`src/basics_pkg.sv`:
```
package basics_pkg;

	typedef logic [7:0] byte_t;
	typedef logic [7:0] eid_t;
	typedef logic [23:0] gpio_t;
	typedef logic [15:0] i2c_addr_t;
	typedef logic [15:0] baud_div_t;
	typedef logic [7:0] i2c_speed_t;

	// Commands are sent as single ASCII bytes
	typedef enum logic [7:0] {
		CMD_NONE       = 8'h00,
		CMD_VERSION    = "v",
		CMD_QUERY_I2C  = "I",
		CMD_SET_I2C    = "i",
		CMD_QUERY_GPIO = "G",
		CMD_SET_GPIO   = "g",
		CMD_QUERY_UART = "P",
		CMD_SET_UART   = "p"
	} cmd_t;

	// Sub-parameter byte that follows a query or set command
	typedef enum logic [7:0] {
		SEL_NONE       = 8'h00,
		SEL_I2C_SPEED  = "c",
		SEL_I2C_ADDR   = "a",
		SEL_GPIO_LEVEL = "l",
		SEL_GPIO_DIR   = "d",
		SEL_UART_BAUD  = "b"
	} param_sel_t;

	localparam byte_t VERSION_MAJOR = 8'd0;
	localparam byte_t VERSION_MINOR = 8'd3;

	localparam byte_t CODE_ACK = 8'd0;
	localparam byte_t CODE_NAK = 8'd1;

	// Settings after reset
	localparam i2c_speed_t I2C_SPEED_RST = 8'd99;
	localparam i2c_addr_t I2C_ADDR_RST = 16'hFFFF;
	localparam gpio_t GPIO_LEVEL_RST = 24'h000000;
	localparam gpio_t GPIO_DIR_RST = 24'h000000;
	localparam baud_div_t BAUD_DIV_RST = 16'd174;

	// Output FIFO, depth must stay a power of two
	localparam int FIFO_DEPTH = 32;
	localparam int FIFO_AW = $clog2(FIFO_DEPTH);

	// Header of three bytes plus the longest payload
	localparam int MAX_RESP_BYTES = 6;

endpackage

```
`src/basics_ifs.sv`:
```
// Decoded command stream from the frame receiver
interface cmd_if;
	import basics_pkg::*;

	logic cmd_start;
	cmd_t cmd;
	eid_t eid;
	byte_t pay_data;
	logic pay_valid;

	modport rx (
		output cmd_start,
		output cmd,
		output eid,
		output pay_data,
		output pay_valid
	);

	modport seq (
		input cmd_start,
		input cmd,
		input eid,
		input pay_data,
		input pay_valid
	);
endinterface

// Parameter access between sequencer and settings bank
interface param_if;
	import basics_pkg::*;

	param_sel_t sel;
	byte_t wr_byte;
	logic wr_en;
	logic commit;
	// Value is right-aligned, rd_len counts its bytes
	logic [23:0] rd_value;
	logic [1:0] rd_len;

	modport seq (
		output sel,
		output wr_byte,
		output wr_en,
		output commit,
		input rd_value,
		input rd_len
	);

	modport bank (
		input sel,
		input wr_byte,
		input wr_en,
		input commit,
		output rd_value,
		output rd_len
	);
endinterface

```
`src/frame_rx.sv`:
```
module frame_rx (
	input logic rst,
	input logic clk,
	input basics_pkg::byte_t ma_data,
	input logic ma_data_valid,
	input logic ma_frame_valid,
	cmd_if.rx cmd
);
	import basics_pkg::*;

	logic last_fv;
	logic frame_start;
	logic [1:0] hdr_cnt;
	logic seen_start;
	cmd_t cmd_dec;

	// Command byte sits on the bus when frame valid rises
	assign frame_start = ma_frame_valid & ~last_fv;

	always_comb begin
		case (ma_data)
			CMD_VERSION, CMD_QUERY_I2C, CMD_SET_I2C, CMD_QUERY_GPIO,
			CMD_SET_GPIO, CMD_QUERY_UART, CMD_SET_UART: cmd_dec = cmd_t'(ma_data);
			default: cmd_dec = CMD_NONE;
		endcase
	end

	always_ff @(posedge rst or posedge clk) begin
		if (clk) begin
			last_fv <= 1'b0;
			hdr_cnt <= 2'd0;
			seen_start <= 1'b0;
			cmd.cmd_start <= 1'b0;
			cmd.cmd <= CMD_NONE;
			cmd.pay_valid <= 1'b0;
		end else begin
			last_fv <= ma_frame_valid;
			cmd.cmd_start <= frame_start;
			cmd.pay_valid <= 1'b0;
			if (frame_start) begin
				cmd.cmd <= cmd_dec;
				hdr_cnt <= 2'd0;
				seen_start <= 1'b0;
			end else if (ma_frame_valid && ma_data_valid) begin
				// EID first, then the length byte which is skipped
				if (hdr_cnt != 2'd2) begin
					hdr_cnt <= hdr_cnt + 2'd1;
				end else begin
					cmd.pay_valid <= 1'b1;
				end
			end
			if (cmd.cmd_start) begin
				seen_start <= 1'b1;
			end
		end
	end

	always_ff @(posedge rst) begin
		if (!frame_start && ma_frame_valid && ma_data_valid && hdr_cnt == 2'd0) begin
			cmd.eid <= ma_data;
		end
		cmd.pay_data <= ma_data;
	end

	// Payload of a frame only after that frame's command
	pay_after_start: assert property (@(posedge rst) disable iff (clk)
		cmd.pay_valid |-> seen_start)
		else $error("payload forwarded before command start");

endmodule

```
`src/basics_seq.sv`:
```
module basics_seq (
	input logic rst,
	input logic clk,
	input logic generate_nak,
	cmd_if.seq cmd,
	param_if.seq prm,
	output logic ack_start,
	output logic ack_nak,
	output basics_pkg::byte_t ack_len,
	output basics_pkg::eid_t eid_out,
	output basics_pkg::byte_t push_data,
	output logic push,
	output logic push_last,
	input logic fifo_free,
	input logic frames_pending
);
	import basics_pkg::*;

	typedef enum logic [3:0] {
		IDLE,
		WAIT_ROOM,
		VER_COLLECT,
		VER_DECIDE,
		SUB_DECODE,
		SEND_HDR,
		SEND_PAYLOAD,
		SET_COLLECT,
		SET_DRAIN,
		NAK_ONLY
	} state_t;

	state_t state;
	state_t next;
	logic [1:0] cnt;
	logic cnt_en;
	cmd_t cur_cmd;
	logic is_set;
	logic is_query;
	param_sel_t sub_sel;
	logic resp_nak;
	byte_t resp_len;
	logic [1:0] pay_left;
	logic [15:0] ver_in;
	// Payload bytes left-aligned, sent from the top byte
	logic [23:0] pay_sr;

	assign is_set = cur_cmd inside {CMD_SET_I2C, CMD_SET_GPIO, CMD_SET_UART};
	assign is_query = cur_cmd inside {CMD_QUERY_I2C, CMD_QUERY_GPIO, CMD_QUERY_UART};

	// Sub-parameter must belong to the command's group
	always_comb begin
		sub_sel = SEL_NONE;
		case (cur_cmd)
			CMD_QUERY_I2C, CMD_SET_I2C:
				if (cmd.pay_data == SEL_I2C_SPEED || cmd.pay_data == SEL_I2C_ADDR)
					sub_sel = param_sel_t'(cmd.pay_data);
			CMD_QUERY_GPIO, CMD_SET_GPIO:
				if (cmd.pay_data == SEL_GPIO_LEVEL || cmd.pay_data == SEL_GPIO_DIR)
					sub_sel = param_sel_t'(cmd.pay_data);
			CMD_QUERY_UART, CMD_SET_UART:
				if (cmd.pay_data == SEL_UART_BAUD)
					sub_sel = SEL_UART_BAUD;
			default: ;
		endcase
	end

	always_comb begin
		next = state;
		case (state)
			IDLE: begin
				if (generate_nak)
					next = NAK_ONLY;
				else if (cmd.cmd_start && cmd.cmd == CMD_VERSION)
					next = VER_COLLECT;
				else if (cmd.cmd_start && cmd.cmd != CMD_NONE)
					next = SUB_DECODE;
			end
			// The next frame only lends its EID
			NAK_ONLY: if (cmd.cmd_start) next = WAIT_ROOM;
			VER_COLLECT: if (cmd.pay_valid && cnt == 2'd1) next = VER_DECIDE;
			VER_DECIDE: next = WAIT_ROOM;
			SUB_DECODE: begin
				if (cmd.pay_valid)
					next = (is_set && sub_sel != SEL_NONE) ? SET_COLLECT : WAIT_ROOM;
			end
			SET_COLLECT: if (cmd.pay_valid && cnt + 2'd1 == prm.rd_len) next = WAIT_ROOM;
			WAIT_ROOM: if (fifo_free) next = SEND_HDR;
			// Header generator owns the FIFO for three cycles
			SEND_HDR: begin
				if (cnt == 2'd3) begin
					if (pay_left != 2'd0)
						next = SEND_PAYLOAD;
					else if (is_set && !resp_nak)
						next = SET_DRAIN;
					else
						next = IDLE;
				end
			end
			SEND_PAYLOAD: if (pay_left == 2'd1) next = IDLE;
			// Commit only after the ACK has left the FIFO
			SET_DRAIN: if (!frames_pending) next = IDLE;
			default: next = IDLE;
		endcase
	end

	assign cnt_en = state == SEND_HDR || cmd.pay_valid;

	always_ff @(posedge rst or posedge clk) begin
		if (clk) begin
			state <= IDLE;
			cnt <= 2'd0;
			cur_cmd <= CMD_NONE;
			resp_nak <= 1'b0;
			resp_len <= 8'd0;
			pay_left <= 2'd0;
			prm.sel <= SEL_NONE;
		end else begin
			state <= next;
			if (next != state)
				cnt <= 2'd0;
			else if (cnt_en)
				cnt <= cnt + 2'd1;
			case (state)
				IDLE: begin
					if (generate_nak || cmd.cmd_start) begin
						cur_cmd <= generate_nak ? CMD_NONE : cmd.cmd;
						resp_nak <= generate_nak;
						resp_len <= 8'd0;
						pay_left <= 2'd0;
					end
				end
				VER_DECIDE: begin
					if (ver_in != {VERSION_MAJOR, VERSION_MINOR}) begin
						resp_nak <= 1'b1;
						resp_len <= 8'd2;
						pay_left <= 2'd2;
					end
				end
				SUB_DECODE: begin
					if (cmd.pay_valid) begin
						prm.sel <= sub_sel;
						resp_nak <= sub_sel == SEL_NONE;
					end
				end
				WAIT_ROOM: begin
					if (fifo_free && is_query && !resp_nak) begin
						resp_len <= {6'd0, prm.rd_len};
						pay_left <= prm.rd_len;
					end
				end
				SEND_PAYLOAD: pay_left <= pay_left - 2'd1;
				default: ;
			endcase
		end
	end

	always_ff @(posedge rst) begin
		if (state == VER_COLLECT && cmd.pay_valid)
			ver_in <= {ver_in[7:0], cmd.pay_data};
		case (state)
			VER_DECIDE: pay_sr <= {VERSION_MAJOR, VERSION_MINOR, 8'h00};
			WAIT_ROOM: begin
				if (is_query) begin
					case (prm.rd_len)
						2'd1: pay_sr <= {prm.rd_value[7:0], 16'h0000};
						2'd2: pay_sr <= {prm.rd_value[15:0], 8'h00};
						default: pay_sr <= prm.rd_value;
					endcase
				end
			end
			SEND_PAYLOAD: pay_sr <= {pay_sr[15:0], 8'h00};
			default: ;
		endcase
	end

	assign ack_start = state == SEND_HDR && cnt == 2'd0;
	assign ack_nak = resp_nak;
	assign ack_len = resp_len;
	assign eid_out = cmd.eid;
	assign push = state == SEND_PAYLOAD;
	assign push_data = pay_sr[23:16];
	assign push_last = pay_left == 2'd1;
	assign prm.wr_en = state == SET_COLLECT && cmd.pay_valid;
	assign prm.wr_byte = cmd.pay_data;
	assign prm.commit = state == SET_DRAIN && !frames_pending;

	// Header bytes and payload never share a FIFO cycle
	hdr_before_payload: assert property (@(posedge rst) disable iff (clk)
		ack_start |=> !push [*3])
		else $error("payload push during header");

endmodule

```
`src/param_bank.sv`:
```
module param_bank (
	input logic rst,
	input logic clk,
	input basics_pkg::gpio_t gpio_read,
	param_if.bank prm,
	output basics_pkg::i2c_speed_t i2c_speed,
	output basics_pkg::i2c_addr_t i2c_addr,
	output basics_pkg::gpio_t gpio_level,
	output basics_pkg::gpio_t gpio_direction,
	output basics_pkg::baud_div_t uart_baud_div
);
	import basics_pkg::*;

	// Shadow filled byte by byte, oldest byte ends up on top
	gpio_t staging;

	always_ff @(posedge rst) begin
		if (prm.wr_en) begin
			staging <= {staging[15:0], prm.wr_byte};
		end
	end

	// Read-out, level queries see the pins
	always_comb begin
		case (prm.sel)
			SEL_I2C_SPEED: begin
				prm.rd_value = {16'h0000, i2c_speed};
				prm.rd_len = 2'd1;
			end
			SEL_I2C_ADDR: begin
				prm.rd_value = {8'h00, i2c_addr};
				prm.rd_len = 2'd2;
			end
			SEL_GPIO_LEVEL: begin
				prm.rd_value = gpio_read;
				prm.rd_len = 2'd3;
			end
			SEL_GPIO_DIR: begin
				prm.rd_value = gpio_direction;
				prm.rd_len = 2'd3;
			end
			SEL_UART_BAUD: begin
				prm.rd_value = {8'h00, uart_baud_div};
				prm.rd_len = 2'd2;
			end
			default: begin
				prm.rd_value = 24'h000000;
				prm.rd_len = 2'd0;
			end
		endcase
	end

	always_ff @(posedge rst or posedge clk) begin
		if (clk) begin
			i2c_speed <= I2C_SPEED_RST;
			i2c_addr <= I2C_ADDR_RST;
			gpio_level <= GPIO_LEVEL_RST;
			gpio_direction <= GPIO_DIR_RST;
			uart_baud_div <= BAUD_DIV_RST;
		end else if (prm.commit) begin
			case (prm.sel)
				SEL_I2C_SPEED: i2c_speed <= staging[7:0];
				SEL_I2C_ADDR: i2c_addr <= staging[15:0];
				SEL_GPIO_LEVEL: gpio_level <= staging;
				SEL_GPIO_DIR: gpio_direction <= staging;
				SEL_UART_BAUD: uart_baud_div <= staging[15:0];
				default: ;
			endcase
		end
	end

endmodule

```
`src/ack_generator.sv`:
```
module ack_generator (
	input logic rst,
	input logic clk,
	input logic start,
	input logic nak,
	input basics_pkg::eid_t eid,
	input basics_pkg::byte_t len,
	output basics_pkg::byte_t data,
	output logic push,
	output logic last,
	output logic busy
);
	import basics_pkg::*;

	// 0 is idle, 1 code, 2 EID, 3 length
	logic [1:0] cnt;
	logic nak_q;
	eid_t eid_q;
	byte_t len_q;

	always_ff @(posedge rst or posedge clk) begin
		if (clk) begin
			cnt <= 2'd0;
		end else if (start || cnt != 2'd0) begin
			cnt <= cnt + 2'd1;
		end
	end

	always_ff @(posedge rst) begin
		if (start) begin
			nak_q <= nak;
			eid_q <= eid;
			len_q <= len;
		end
	end

	assign busy = cnt != 2'd0;
	assign push = busy;
	// Frame ends on the length byte only without payload
	assign last = cnt == 2'd3 && len_q == 8'd0;

	always_comb begin
		case (cnt)
			2'd1: data = nak_q ? CODE_NAK : CODE_ACK;
			2'd2: data = eid_q;
			default: data = len_q;
		endcase
	end

endmodule

```
`src/message_fifo.sv`:
```
module message_fifo (
	input logic rst,
	input logic clk,
	input basics_pkg::byte_t in_data,
	input logic in_last,
	input logic push,
	input logic pop,
	output basics_pkg::byte_t out_data,
	output logic out_last,
	output logic frame_valid,
	output logic free
);
	import basics_pkg::*;

	byte_t mem_data [FIFO_DEPTH];
	logic mem_last [FIFO_DEPTH];
	logic [FIFO_AW-1:0] wr_ptr;
	logic [FIFO_AW-1:0] rd_ptr;
	logic [FIFO_AW:0] count;
	// Complete frames held, counted by their last byte
	logic [FIFO_AW:0] frames;

	always_ff @(posedge rst) begin
		if (push) begin
			mem_data[wr_ptr] <= in_data;
			mem_last[wr_ptr] <= in_last;
		end
	end

	assign out_data = mem_data[rd_ptr];
	assign out_last = mem_last[rd_ptr];
	assign frame_valid = frames != '0;
	assign free = int'(count) <= FIFO_DEPTH - MAX_RESP_BYTES;

	always_ff @(posedge rst or posedge clk) begin
		if (clk) begin
			wr_ptr <= '0;
			rd_ptr <= '0;
			count <= '0;
			frames <= '0;
		end else begin
			// Pointers wrap on their own
			if (push) begin
				wr_ptr <= wr_ptr + 1'b1;
			end
			if (pop) begin
				rd_ptr <= rd_ptr + 1'b1;
			end
			case ({push, pop})
				2'b10: count <= count + 1'b1;
				2'b01: count <= count - 1'b1;
				default: count <= count;
			endcase
			case ({push && in_last, pop && out_last})
				2'b10: frames <= frames + 1'b1;
				2'b01: frames <= frames - 1'b1;
				default: frames <= frames;
			endcase
		end
	end

	no_overflow: assert property (@(posedge rst) disable iff (clk)
		push |-> int'(count) < FIFO_DEPTH)
		else $error("push into full FIFO");

	no_early_pop: assert property (@(posedge rst) disable iff (clk)
		pop |-> frame_valid)
		else $error("pop without a complete frame");

endmodule

```
`src/basics_int.sv`:
```
module basics_int (
	input logic rst,
	input logic clk,
	input logic generate_nak,
	input basics_pkg::byte_t ma_data,
	input logic ma_data_valid,
	input logic ma_frame_valid,
	input basics_pkg::gpio_t gpio_read,
	input logic resp_pop,
	output basics_pkg::byte_t resp_data,
	output logic resp_last,
	output logic resp_frame_valid,
	output basics_pkg::i2c_speed_t i2c_speed,
	output basics_pkg::i2c_addr_t i2c_addr,
	output basics_pkg::gpio_t gpio_level,
	output basics_pkg::gpio_t gpio_direction,
	output basics_pkg::baud_div_t uart_baud_div
);
	import basics_pkg::*;

	cmd_if cmd_bus ();
	param_if prm_bus ();

	logic ack_start;
	logic ack_nak;
	byte_t ack_len;
	eid_t ack_eid;
	byte_t ack_data;
	logic ack_push;
	logic ack_last;
	logic ack_busy;
	byte_t seq_data;
	logic seq_push;
	logic seq_last;
	byte_t fifo_data;
	logic fifo_push;
	logic fifo_last;
	logic fifo_free;

	// Header and payload pushes take turns on the FIFO input
	assign fifo_data = ack_busy ? ack_data : seq_data;
	assign fifo_last = ack_busy ? ack_last : seq_last;
	assign fifo_push = ack_push | seq_push;

	frame_rx u_frame_rx (
		.rst(rst),
		.clk(clk),
		.ma_data(ma_data),
		.ma_data_valid(ma_data_valid),
		.ma_frame_valid(ma_frame_valid),
		.cmd(cmd_bus.rx)
	);

	basics_seq u_seq (
		.rst(rst),
		.clk(clk),
		.generate_nak(generate_nak),
		.cmd(cmd_bus.seq),
		.prm(prm_bus.seq),
		.ack_start(ack_start),
		.ack_nak(ack_nak),
		.ack_len(ack_len),
		.eid_out(ack_eid),
		.push_data(seq_data),
		.push(seq_push),
		.push_last(seq_last),
		.fifo_free(fifo_free),
		.frames_pending(resp_frame_valid)
	);

	param_bank u_bank (
		.rst(rst),
		.clk(clk),
		.gpio_read(gpio_read),
		.prm(prm_bus.bank),
		.i2c_speed(i2c_speed),
		.i2c_addr(i2c_addr),
		.gpio_level(gpio_level),
		.gpio_direction(gpio_direction),
		.uart_baud_div(uart_baud_div)
	);

	ack_generator u_ack (
		.rst(rst),
		.clk(clk),
		.start(ack_start),
		.nak(ack_nak),
		.eid(ack_eid),
		.len(ack_len),
		.data(ack_data),
		.push(ack_push),
		.last(ack_last),
		.busy(ack_busy)
	);

	message_fifo u_fifo (
		.rst(rst),
		.clk(clk),
		.in_data(fifo_data),
		.in_last(fifo_last),
		.push(fifo_push),
		.pop(resp_pop),
		.out_data(resp_data),
		.out_last(resp_last),
		.frame_valid(resp_frame_valid),
		.free(fifo_free)
	);

endmodule

```
`config.mk`:
```
export PLATFORM = sky130hd
export DESIGN_NAME = basics_int
export DESIGN_NICKNAME = d
export VERILOG_FILES = /design/src/basics_pkg.sv /design/src/basics_ifs.sv /design/src/frame_rx.sv /design/src/basics_seq.sv /design/src/param_bank.sv /design/src/ack_generator.sv /design/src/message_fifo.sv /design/src/basics_int.sv
export SDC_FILE = /design/constraint.sdc
export NUM_CORES = 1
export LEC_CHECK = 0
export BUFFER_PORTS_ARGS = -buffer_cell sky130_fd_sc_hd__buf_2
export CAP_MARGIN = 10
export CELL_PAD_IN_SITES_DETAIL_PLACEMENT = 0
export CELL_PAD_IN_SITES_GLOBAL_PLACEMENT = 1
export CORE_MARGIN = 2
export CORE_UTILIZATION = 30
export CTS_BUF_LIST = sky130_fd_sc_hd__clkbuf_2 sky130_fd_sc_hd__clkbuf_4 sky130_fd_sc_hd__clkbuf_8
export DETAILED_ROUTE_END_ITERATION = 16
export PLACE_DENSITY_LB_ADDON = 0.1
export SKIP_LAST_GASP = 1
export SYNTH_ARGS = -nofsm -noshare
export SYNTH_HDL_FRONTEND = slang
export SYNTH_SLANG_ARGS = --single-unit
```
`constraint.sdc`:
```
create_clock -name rst -period 5.32 [get_ports rst]
set_input_delay 0.532 -clock rst [delete_from_list [all_inputs] [get_ports rst]]
set_output_delay 0.532 -clock rst [all_outputs]
set_load 0.02 [all_outputs]
```
==> impl_metrics.json, run 1 <==
{
  "first_global_vias": 13000,
  "synth_flop_cell": "edfxtp_1",
  "cp.required_ps": 4790,
  "skew_ps": 26.6,
  "coreArea_mm2": 0.0730,
  "dp_hpwl_mm": 39.1,
  "ir_drop_mv": 0.494,
  "worst_pin_slew_ps": 1200,
  "hold_class": "in2reg",
  "worstSetupEndpointType": "primary output",
  "finalWirelength_mm": 59.7,
  "tritoncts": "done",
  "ff_latch_area_mm2": 0.0151,
  "p_comb_frac": 0.278,
  "grt_start_max_net_pins": 115,
  "dp_worst_setup_slack_ps": 1190,
  "drc": 0,
  "cp_slowest_stage_delay_ps": 790,
  "critPathKind": "reg2out",
  "crit_family": "multiplexers",
  "outcome": "complete, no violations",
  "crit_top_cell": "mux4_2",
  "path_cells": "buf_4 -> mux4_2 -> mux4_2 -> mux2_2 -> buf_2",
  "die_h_um": 276,
  "htree_num_levels": 3,
  "grt_pass1_wl_mm": 88.1,
  "fin_tns_setup_ps": 0,
  "finalSetupViolations": 0,
  "clk_latency_ps": 700,
  "multiInputGateArea_mm2": 0.00665,
  "period_needed_ps": 4160,
  "ios": 136,
  "cp-startpoint": "u_fifo.rd_ptr[0]",
  "timing.rr.start": "u_fifo.rd_ptr[0]",
  "start_util": 0.303,
  "worstHoldStart": "ma_data[4]",
  "ys_types": 65,
  "netlist_area_mm2": 0.0221,
  "leakage_nw": 9.73,
  "switchingPower_mw": 4.34,
  "yosysWarnings": 0,
  "final_nets": 1615,
  "postCtsSetupBuffers": 0,
  "drv_cap": 0,
  "pwr-share-clk": 0.291,
  "dr.pass1.iters": 7,
  "fin_crit_sh": 0.782,
  "syn_to_final_growth_pct": 17.6,
  "io_buffers": 135,
  "layout-drive-gt1-share": 0.356,
  "synth_nets": 1415,
  "ant_nets": 0,
  "dieArea_mm2": 0.0760,
  "cts_hold_buffers": 7,
  "gr-usage-all-layers": 0.158,
  "grt.overflow.total": 0,
  "seq_area_frac_synth": 0.684,
  "start_kind": "flip-flop",
  "synth_seq_cells": 531,
  "synth_edf_count": 371,
  "clk_pin_slew_worst_paths_ps": 60,
  "p_int_mw": 8.90,
  "utilization": 0.357,
  "clock_path_buffers": 3,
  "viasPerCell": 4.81,
  "cts_buffers": 95,
  "num_vias": 12400,
  "setup_slack_ps": 1160,
  "die_x_um": 276,
  "cts_resized": 0,
  "swShare": 0.327,
  "critPathSlowestCell": "dfrtp_4",
  "crit_arrival_ps": 3630,
  "drt_iter0_markers": 746,
  "hold_viol": 0,
  "cts-root-buf": "clkbuf_8",
  "syn_inst": 1347,
  "antenna_found_initial": 1,
  "wire_per_inst_um": 23.1,
  "cp_num_buf_inv": 2,
  "maxSlewViolCount": 0,
  "crit_fanout": 28,
  "num-fill-cells": 7010,
  "fmax_ghz": 0.240,
  "rsz0062_at_grt": "false",
  "gp_congestion": 0.764,
  "power_density_mw_per_mm2": 509,
  "async_flop_share": 0.286,
  "relSlewSlack": 0.199,
  "syn_area_per_cell_um2": 16.4,
  "rows": 99,
  "seq_power_share": 0.432,
  "clkSinkCount": 531
}
==> worst reg2reg max path, delay by kind of cell, from the launching register on <==
family | cells | cell delay, ps
mux | 3 | 1380
flops | 1 | 790
compound gates | 4 | 640
fa+ha+maj | 2 | 590
xor+xnor | 2 | 280
simple gates | 2 | 220
==> cell families (layout without fill, tap and decap cells) <==
logic type	Yosys count	after routing	synth area share
AOI/OAI and AO/OA	170	170	0.0506
xor gates and xnor gates	26	26	0.0103
adders and majority gates	30	30	0.0176
buffers and inverters	99	379	0.0183
DFF	531	531	0.684
muxes	228	228	0.161
other	0	1	0
and+or+nand+nor	263	263	0.0589
==> per-stage QoR <==
step / cells / instance area, µm² / hold slack, ps / power [mW]
after global placement: 2402 / 24000 / 412 / 9.58
after CTS: 2586 / 26000 / 1.35 / 13.5
final: 2587 / 26000 / 70.7 / 13.2
after floorplan: 1347 / 22100 / 400 / 8.15
after global routing: 2587 / 26000 / 17.2 / 14.0
after detailed placement: 2402 / 24000 / 406 / 9.60
==> sequential cells by signal (all words and copies together) (netlist names), 16 cells and up <==
register / cells
u_bank.uart_baud_div: 16
u_bank.staging: 24
u_bank.gpio_level: 24
u_seq.ver_in: 16
u_bank.i2c_addr: 16
u_fifo.mem_last: 32
u_fifo.mem_data: 256
u_bank.gpio_direction: 24
u_seq.pay_sr: 24
==> power by group through the flow <==
stage | clock (mW) | sequential, mW | combinational [mW]
after global placement | 0 | 5.80 | 3.77
final | 3.85 | 5.72 | 3.68
after CTS | 3.97 | 5.73 | 3.81
after detailed placement | 0 | 5.80 | 3.80
after floorplan | 0 | 5.57 | 2.57
after global routing | 4.17 | 5.78 | 4.04
==> area by class of cell <==
type	count	area share
clock buffer	137	0.0657
clock inverter	40	0.00870
tap	959	0.0461
timing repair buffer	169	0.0369
antenna	1	0.0000962
multi-input combinational	717	0.256
sequential	531	0.582
inverter	33	0.00495
==> synthesized netlist by cell type, drive strengths merged (12+ instances only) <==
| library cell | n | area (µm²) |
|---|---|---|
| edfxtp | 371 | 11100 |
| dfrtp | 127 | 3180 |
| mux2 | 116 | 1310 |
| nand2 | 91 | 342 |
| mux4 | 90 | 2030 |
| nor2 | 67 | 254 |
| o21ai | 44 | 220 |
| clkbuf | 40 | 150 |
| a22oi | 33 | 248 |
| inv | 33 | 124 |
| ha | 28 | 350 |
| buf | 26 | 130 |
| dfstp | 25 | 657 |
| mux2i | 22 | 220 |
| a21oi | 21 | 105 |
| and2 | 19 | 119 |
| o22ai | 16 | 100 |
| xnor2 | 15 | 131 |
| a31oi | 12 | 75.1 |
==> layout by cell type (no fill, tap or decap), drive strengths merged, types with 7 or more instances in the layout <==
| cell | n |
|---|---|
| mux4 | 90 |
| dlygate4sd3 | 7 |
| nor2 | 67 |
| nor4 | 9 |
| dfxtp | 8 |
| mux2i | 22 |
| o21ai | 44 |
| mux2 | 116 |
| clkbuf | 137 |
| buf | 162 |
| nand4 | 7 |
| clkinv | 32 |
| nor3 | 9 |
| dfstp | 25 |
| nand3 | 9 |
| nand2 | 91 |
| dfrtp | 127 |
| edfxtp | 371 |
| a22o | 11 |
| nor2b | 10 |
| a22oi | 33 |
| nand2b | 8 |
| o22ai | 16 |
| a31oi | 12 |
| inv | 37 |
| a21o | 7 |
| ha | 28 |
| xnor2 | 15 |
| xor2 | 11 |
| a21oi | 21 |
| and2 | 19 |
==> routing by layer <==
layer  wire, µm  track usage
met1      27000        0.212
met2      29200        0.259
met3       2290       0.0346
met4       1270       0.0437
met5          0            0
==> final timing paths <==
kind                       slack [ps]                    endpoint  depth (start not counted)
max                              1160                resp_data[7]                          5
min                                70  u_frame_rx.cmd.pay_data[4]                          1
max reg2reg                      1290            u_fifo.frames[5]                         13
min reg2reg                       410              u_ack.eid_q[5]                          0
max in group asynchronous        3820       u_bank.gpio_level[14]                          4
min in group asynchronous         410       u_frame_rx.cmd.cmd[2]                          3
(Power assumes the default switching activity.)
==> run 2: changes to the inputs <==
==> constraint.sdc (replaced) <==
create_clock -name rst -period 4 [get_ports rst]
set_input_delay 0.4 -clock rst [delete_from_list [all_inputs] [get_ports rst]]
set_output_delay 0.4 -clock rst [all_outputs]
set_load 0.02 [all_outputs]
==> impl_metrics.json, run 2 (synthesis gave the netlist of run 1 again) <==
{
  "relSlewSlack": 0.269,
  "die_h_um": 276,
  "period_needed_ps": 3780,
  "fin_tns_setup_ps": 0,
  "ios": 136,
  "fin_crit_sh": 0.945,
  "cp-startpoint": "u_fifo.rd_ptr[0]",
  "worstSetupEndpointType": "flip-flop",
  "regMostFlops": "u_fifo.mem_data",
  "fin_area_mm2": 0.0265,
  "num_vias": 12500,
  "drv_cap": 0,
  "swShare": 0.317,
  "cts_buffers": 96,
  "io_buffers": 135,
  "finalWirelength_mm": 59.2,
  "crit_arrival_ps": 4360,
  "critPathKind": "reg2reg",
  "layout_common_cells": "edfxtp_1, buf_2, dfrtp_1",
  "outcome": "complete, no violations",
  "timing.rr.start": "u_fifo.rd_ptr[0]",
  "tritoncts": "done",
  "critPathCapture": "u_fifo.frames[5]",
  "clk_latency_ps": 690,
  "grt.overflow.total": 0,
  "drt_iter0_markers": 674,
  "coreArea_mm2": 0.0730,
  "worst_pin_slew_ps": 1090,
  "layout-drive-gt1-share": 0.373,
  "pwr-share-clk": 0.297,
  "final_common_cell": "edfxtp_1",
  "leakage_nw": 10.0,
  "dr.pass1.iters": 4,
  "rrSetupSlack_ps": 220,
  "grt_start_max_net_pins": 110,
  "cp.required_ps": 4580,
  "final_nets": 1665,
  "hold_class": "in2reg",
  "num-fill-cells": 6957,
  "utilization": 0.363,
  "finalSetupViolations": 0,
  "clkSinkCount": 531,
  "grt_pass1_wl_mm": 87.6,
  "switchingPower_mw": 5.66,
  "ir_drop_mv": 0.433,
  "maxSlewViolCount": 0,
  "p_int_mw": 12.2,
  "power_density_mw_per_mm2": 675,
  "htree_num_levels": 3,
  "wire_per_inst_um": 22.5,
  "ant_nets": 0,
  "dp_worst_setup_slack_ps": 159,
  "antenna_found_initial": 2,
  "viasPerCell": 4.74,
  "clk_pin_slew_worst_paths_ps": 60,
  "setup_slack_ps": 220,
  "p_comb_frac": 0.285,
  "syn_to_final_growth_pct": 19.6,
  "fmax_ghz": 0.265,
  "dp_hpwl_mm": 39.5,
  "drc": 0,
  "reg2reg_depth": 13,
  "regToRegEndpoint": "u_fifo.frames[5]",
  "seq_power_share": 0.418,
  "first_global_vias": 13200,
  "largest_register_ffs": 256,
  "gr-usage-all-layers": 0.157,
  "rows": 99,
  "hold_viol": 0,
  "start_kind": "flip-flop",
  "die_x_um": 276,
  "gp_congestion": 0.741,
  "start_util": 0.303,
  "reg.largest.list": "u_fifo.mem_data (256), u_fifo.mem_last (32)",
  "rsz0062_at_grt": "false",
  "skew_ps": 42.3,
  "dieArea_mm2": 0.0760,
  "clock_path_buffers": 3,
  "crit_fanout": 15,
  "cts-root-buf": "clkbuf_8",
  "place_area_mm2": 0.0243,
  "hold_slack_ps": 68.3
}
==> run 2: cell types whose count changed in the layout (fill, tap and decap cells not counted), moves of 2 or more <==
cell | before | now
buf_4 | 26 | 71
bufinv_16 | 0 | 2
clkbuf_4 | 28 | 35
clkbuf_8 | 109 | 114
clkinv_1 | 18 | 14
clkinv_2 | 13 | 3
clkinvlp_4 | 4 | 1
dlygate4sd3_1 | 7 | 10
inv_8 | 2 | 0
==> run 2: worst min path at each step <==
stage,startpoint,to,slack (ps),cells past startpoint
finish,ma_data_valid,u_frame_rx.cmd.pay_valid,70,2
global route,ma_data_valid,u_frame_rx.cmd.pay_valid,40,2
CTS,ma_data_valid,u_frame_rx.cmd.pay_valid,0.8,2
detailed placement,u_frame_rx.cmd.eid[7],u_ack.eid_q[7],400,0
global placement,u_frame_rx.cmd.eid[7],u_ack.eid_q[7],410,0
floorplan,u_frame_rx.cmd.eid[0],u_ack.eid_q[0],400,0
==> run 2: layout make-up <==
class	instances	area (µm²)	share of cell area
sequential	531	15100	0.572
clock buffer	149	1830	0.0692
clock inverter	23	170	0.00643
tap	959	1200	0.0453
multi-input combinational	717	6660	0.252
inverter	33	128	0.00482
timing repair buffer	218	1340	0.0506
antenna	2	5.00	0.000189
==> run 2: stage by stage <==
step	instances	total power, mW
floorplan	1347	10.8
global placement	2445	12.8
detailed placement	2445	12.8
CTS	2627	18.2
global route	2632	18.9
finish	2632	17.9
==> run 2: repair_timing <==
item	in CTS	in global routing
gates resized for setup	0	1
hold endpoints to repair	148	0
setup buffers	0	3
hold buffers	10	0
endpoints found under the setup margin	0	6
==> run 2: worst max-delay path: stages (launching register included) <==
cell and delay, ps:
dfrtp_4 590, mux4_2 550, mux4_2 490, mux2_2 320, and2_1 180, ha_1 260
ha_1 290, a21o_1 180, a21oi_1 200, o21bai_1 90, a21oi_1 180, xnor2_1 130
nor2_1 60, xor2_1 150
==> run 2: power groups by stage <==
stage          sequential (mW)  combinational [mW]  clock (mW)
6_report                  7.47                5.10        5.31
2_1_floorplan             7.41                3.43           0
5_1_grt                   7.55                5.62        5.73
3_5_place_dp              7.59                5.23           0
4_1_cts                   7.49                5.25        5.49
3_3_place_gp              7.58                5.22           0
==> run 2: routing by layer <==
metal / GRT usage / share of wire / vias to the layer above
li1: - / - / 5728
met1: 0.205 / 0.44 / 6456
met2: 0.267 / 0.51 / 219
met3: 0.0297 / 0.035 / 80
met4: 0.0440 / 0.018 / 0
met5: 0 / 0 / -
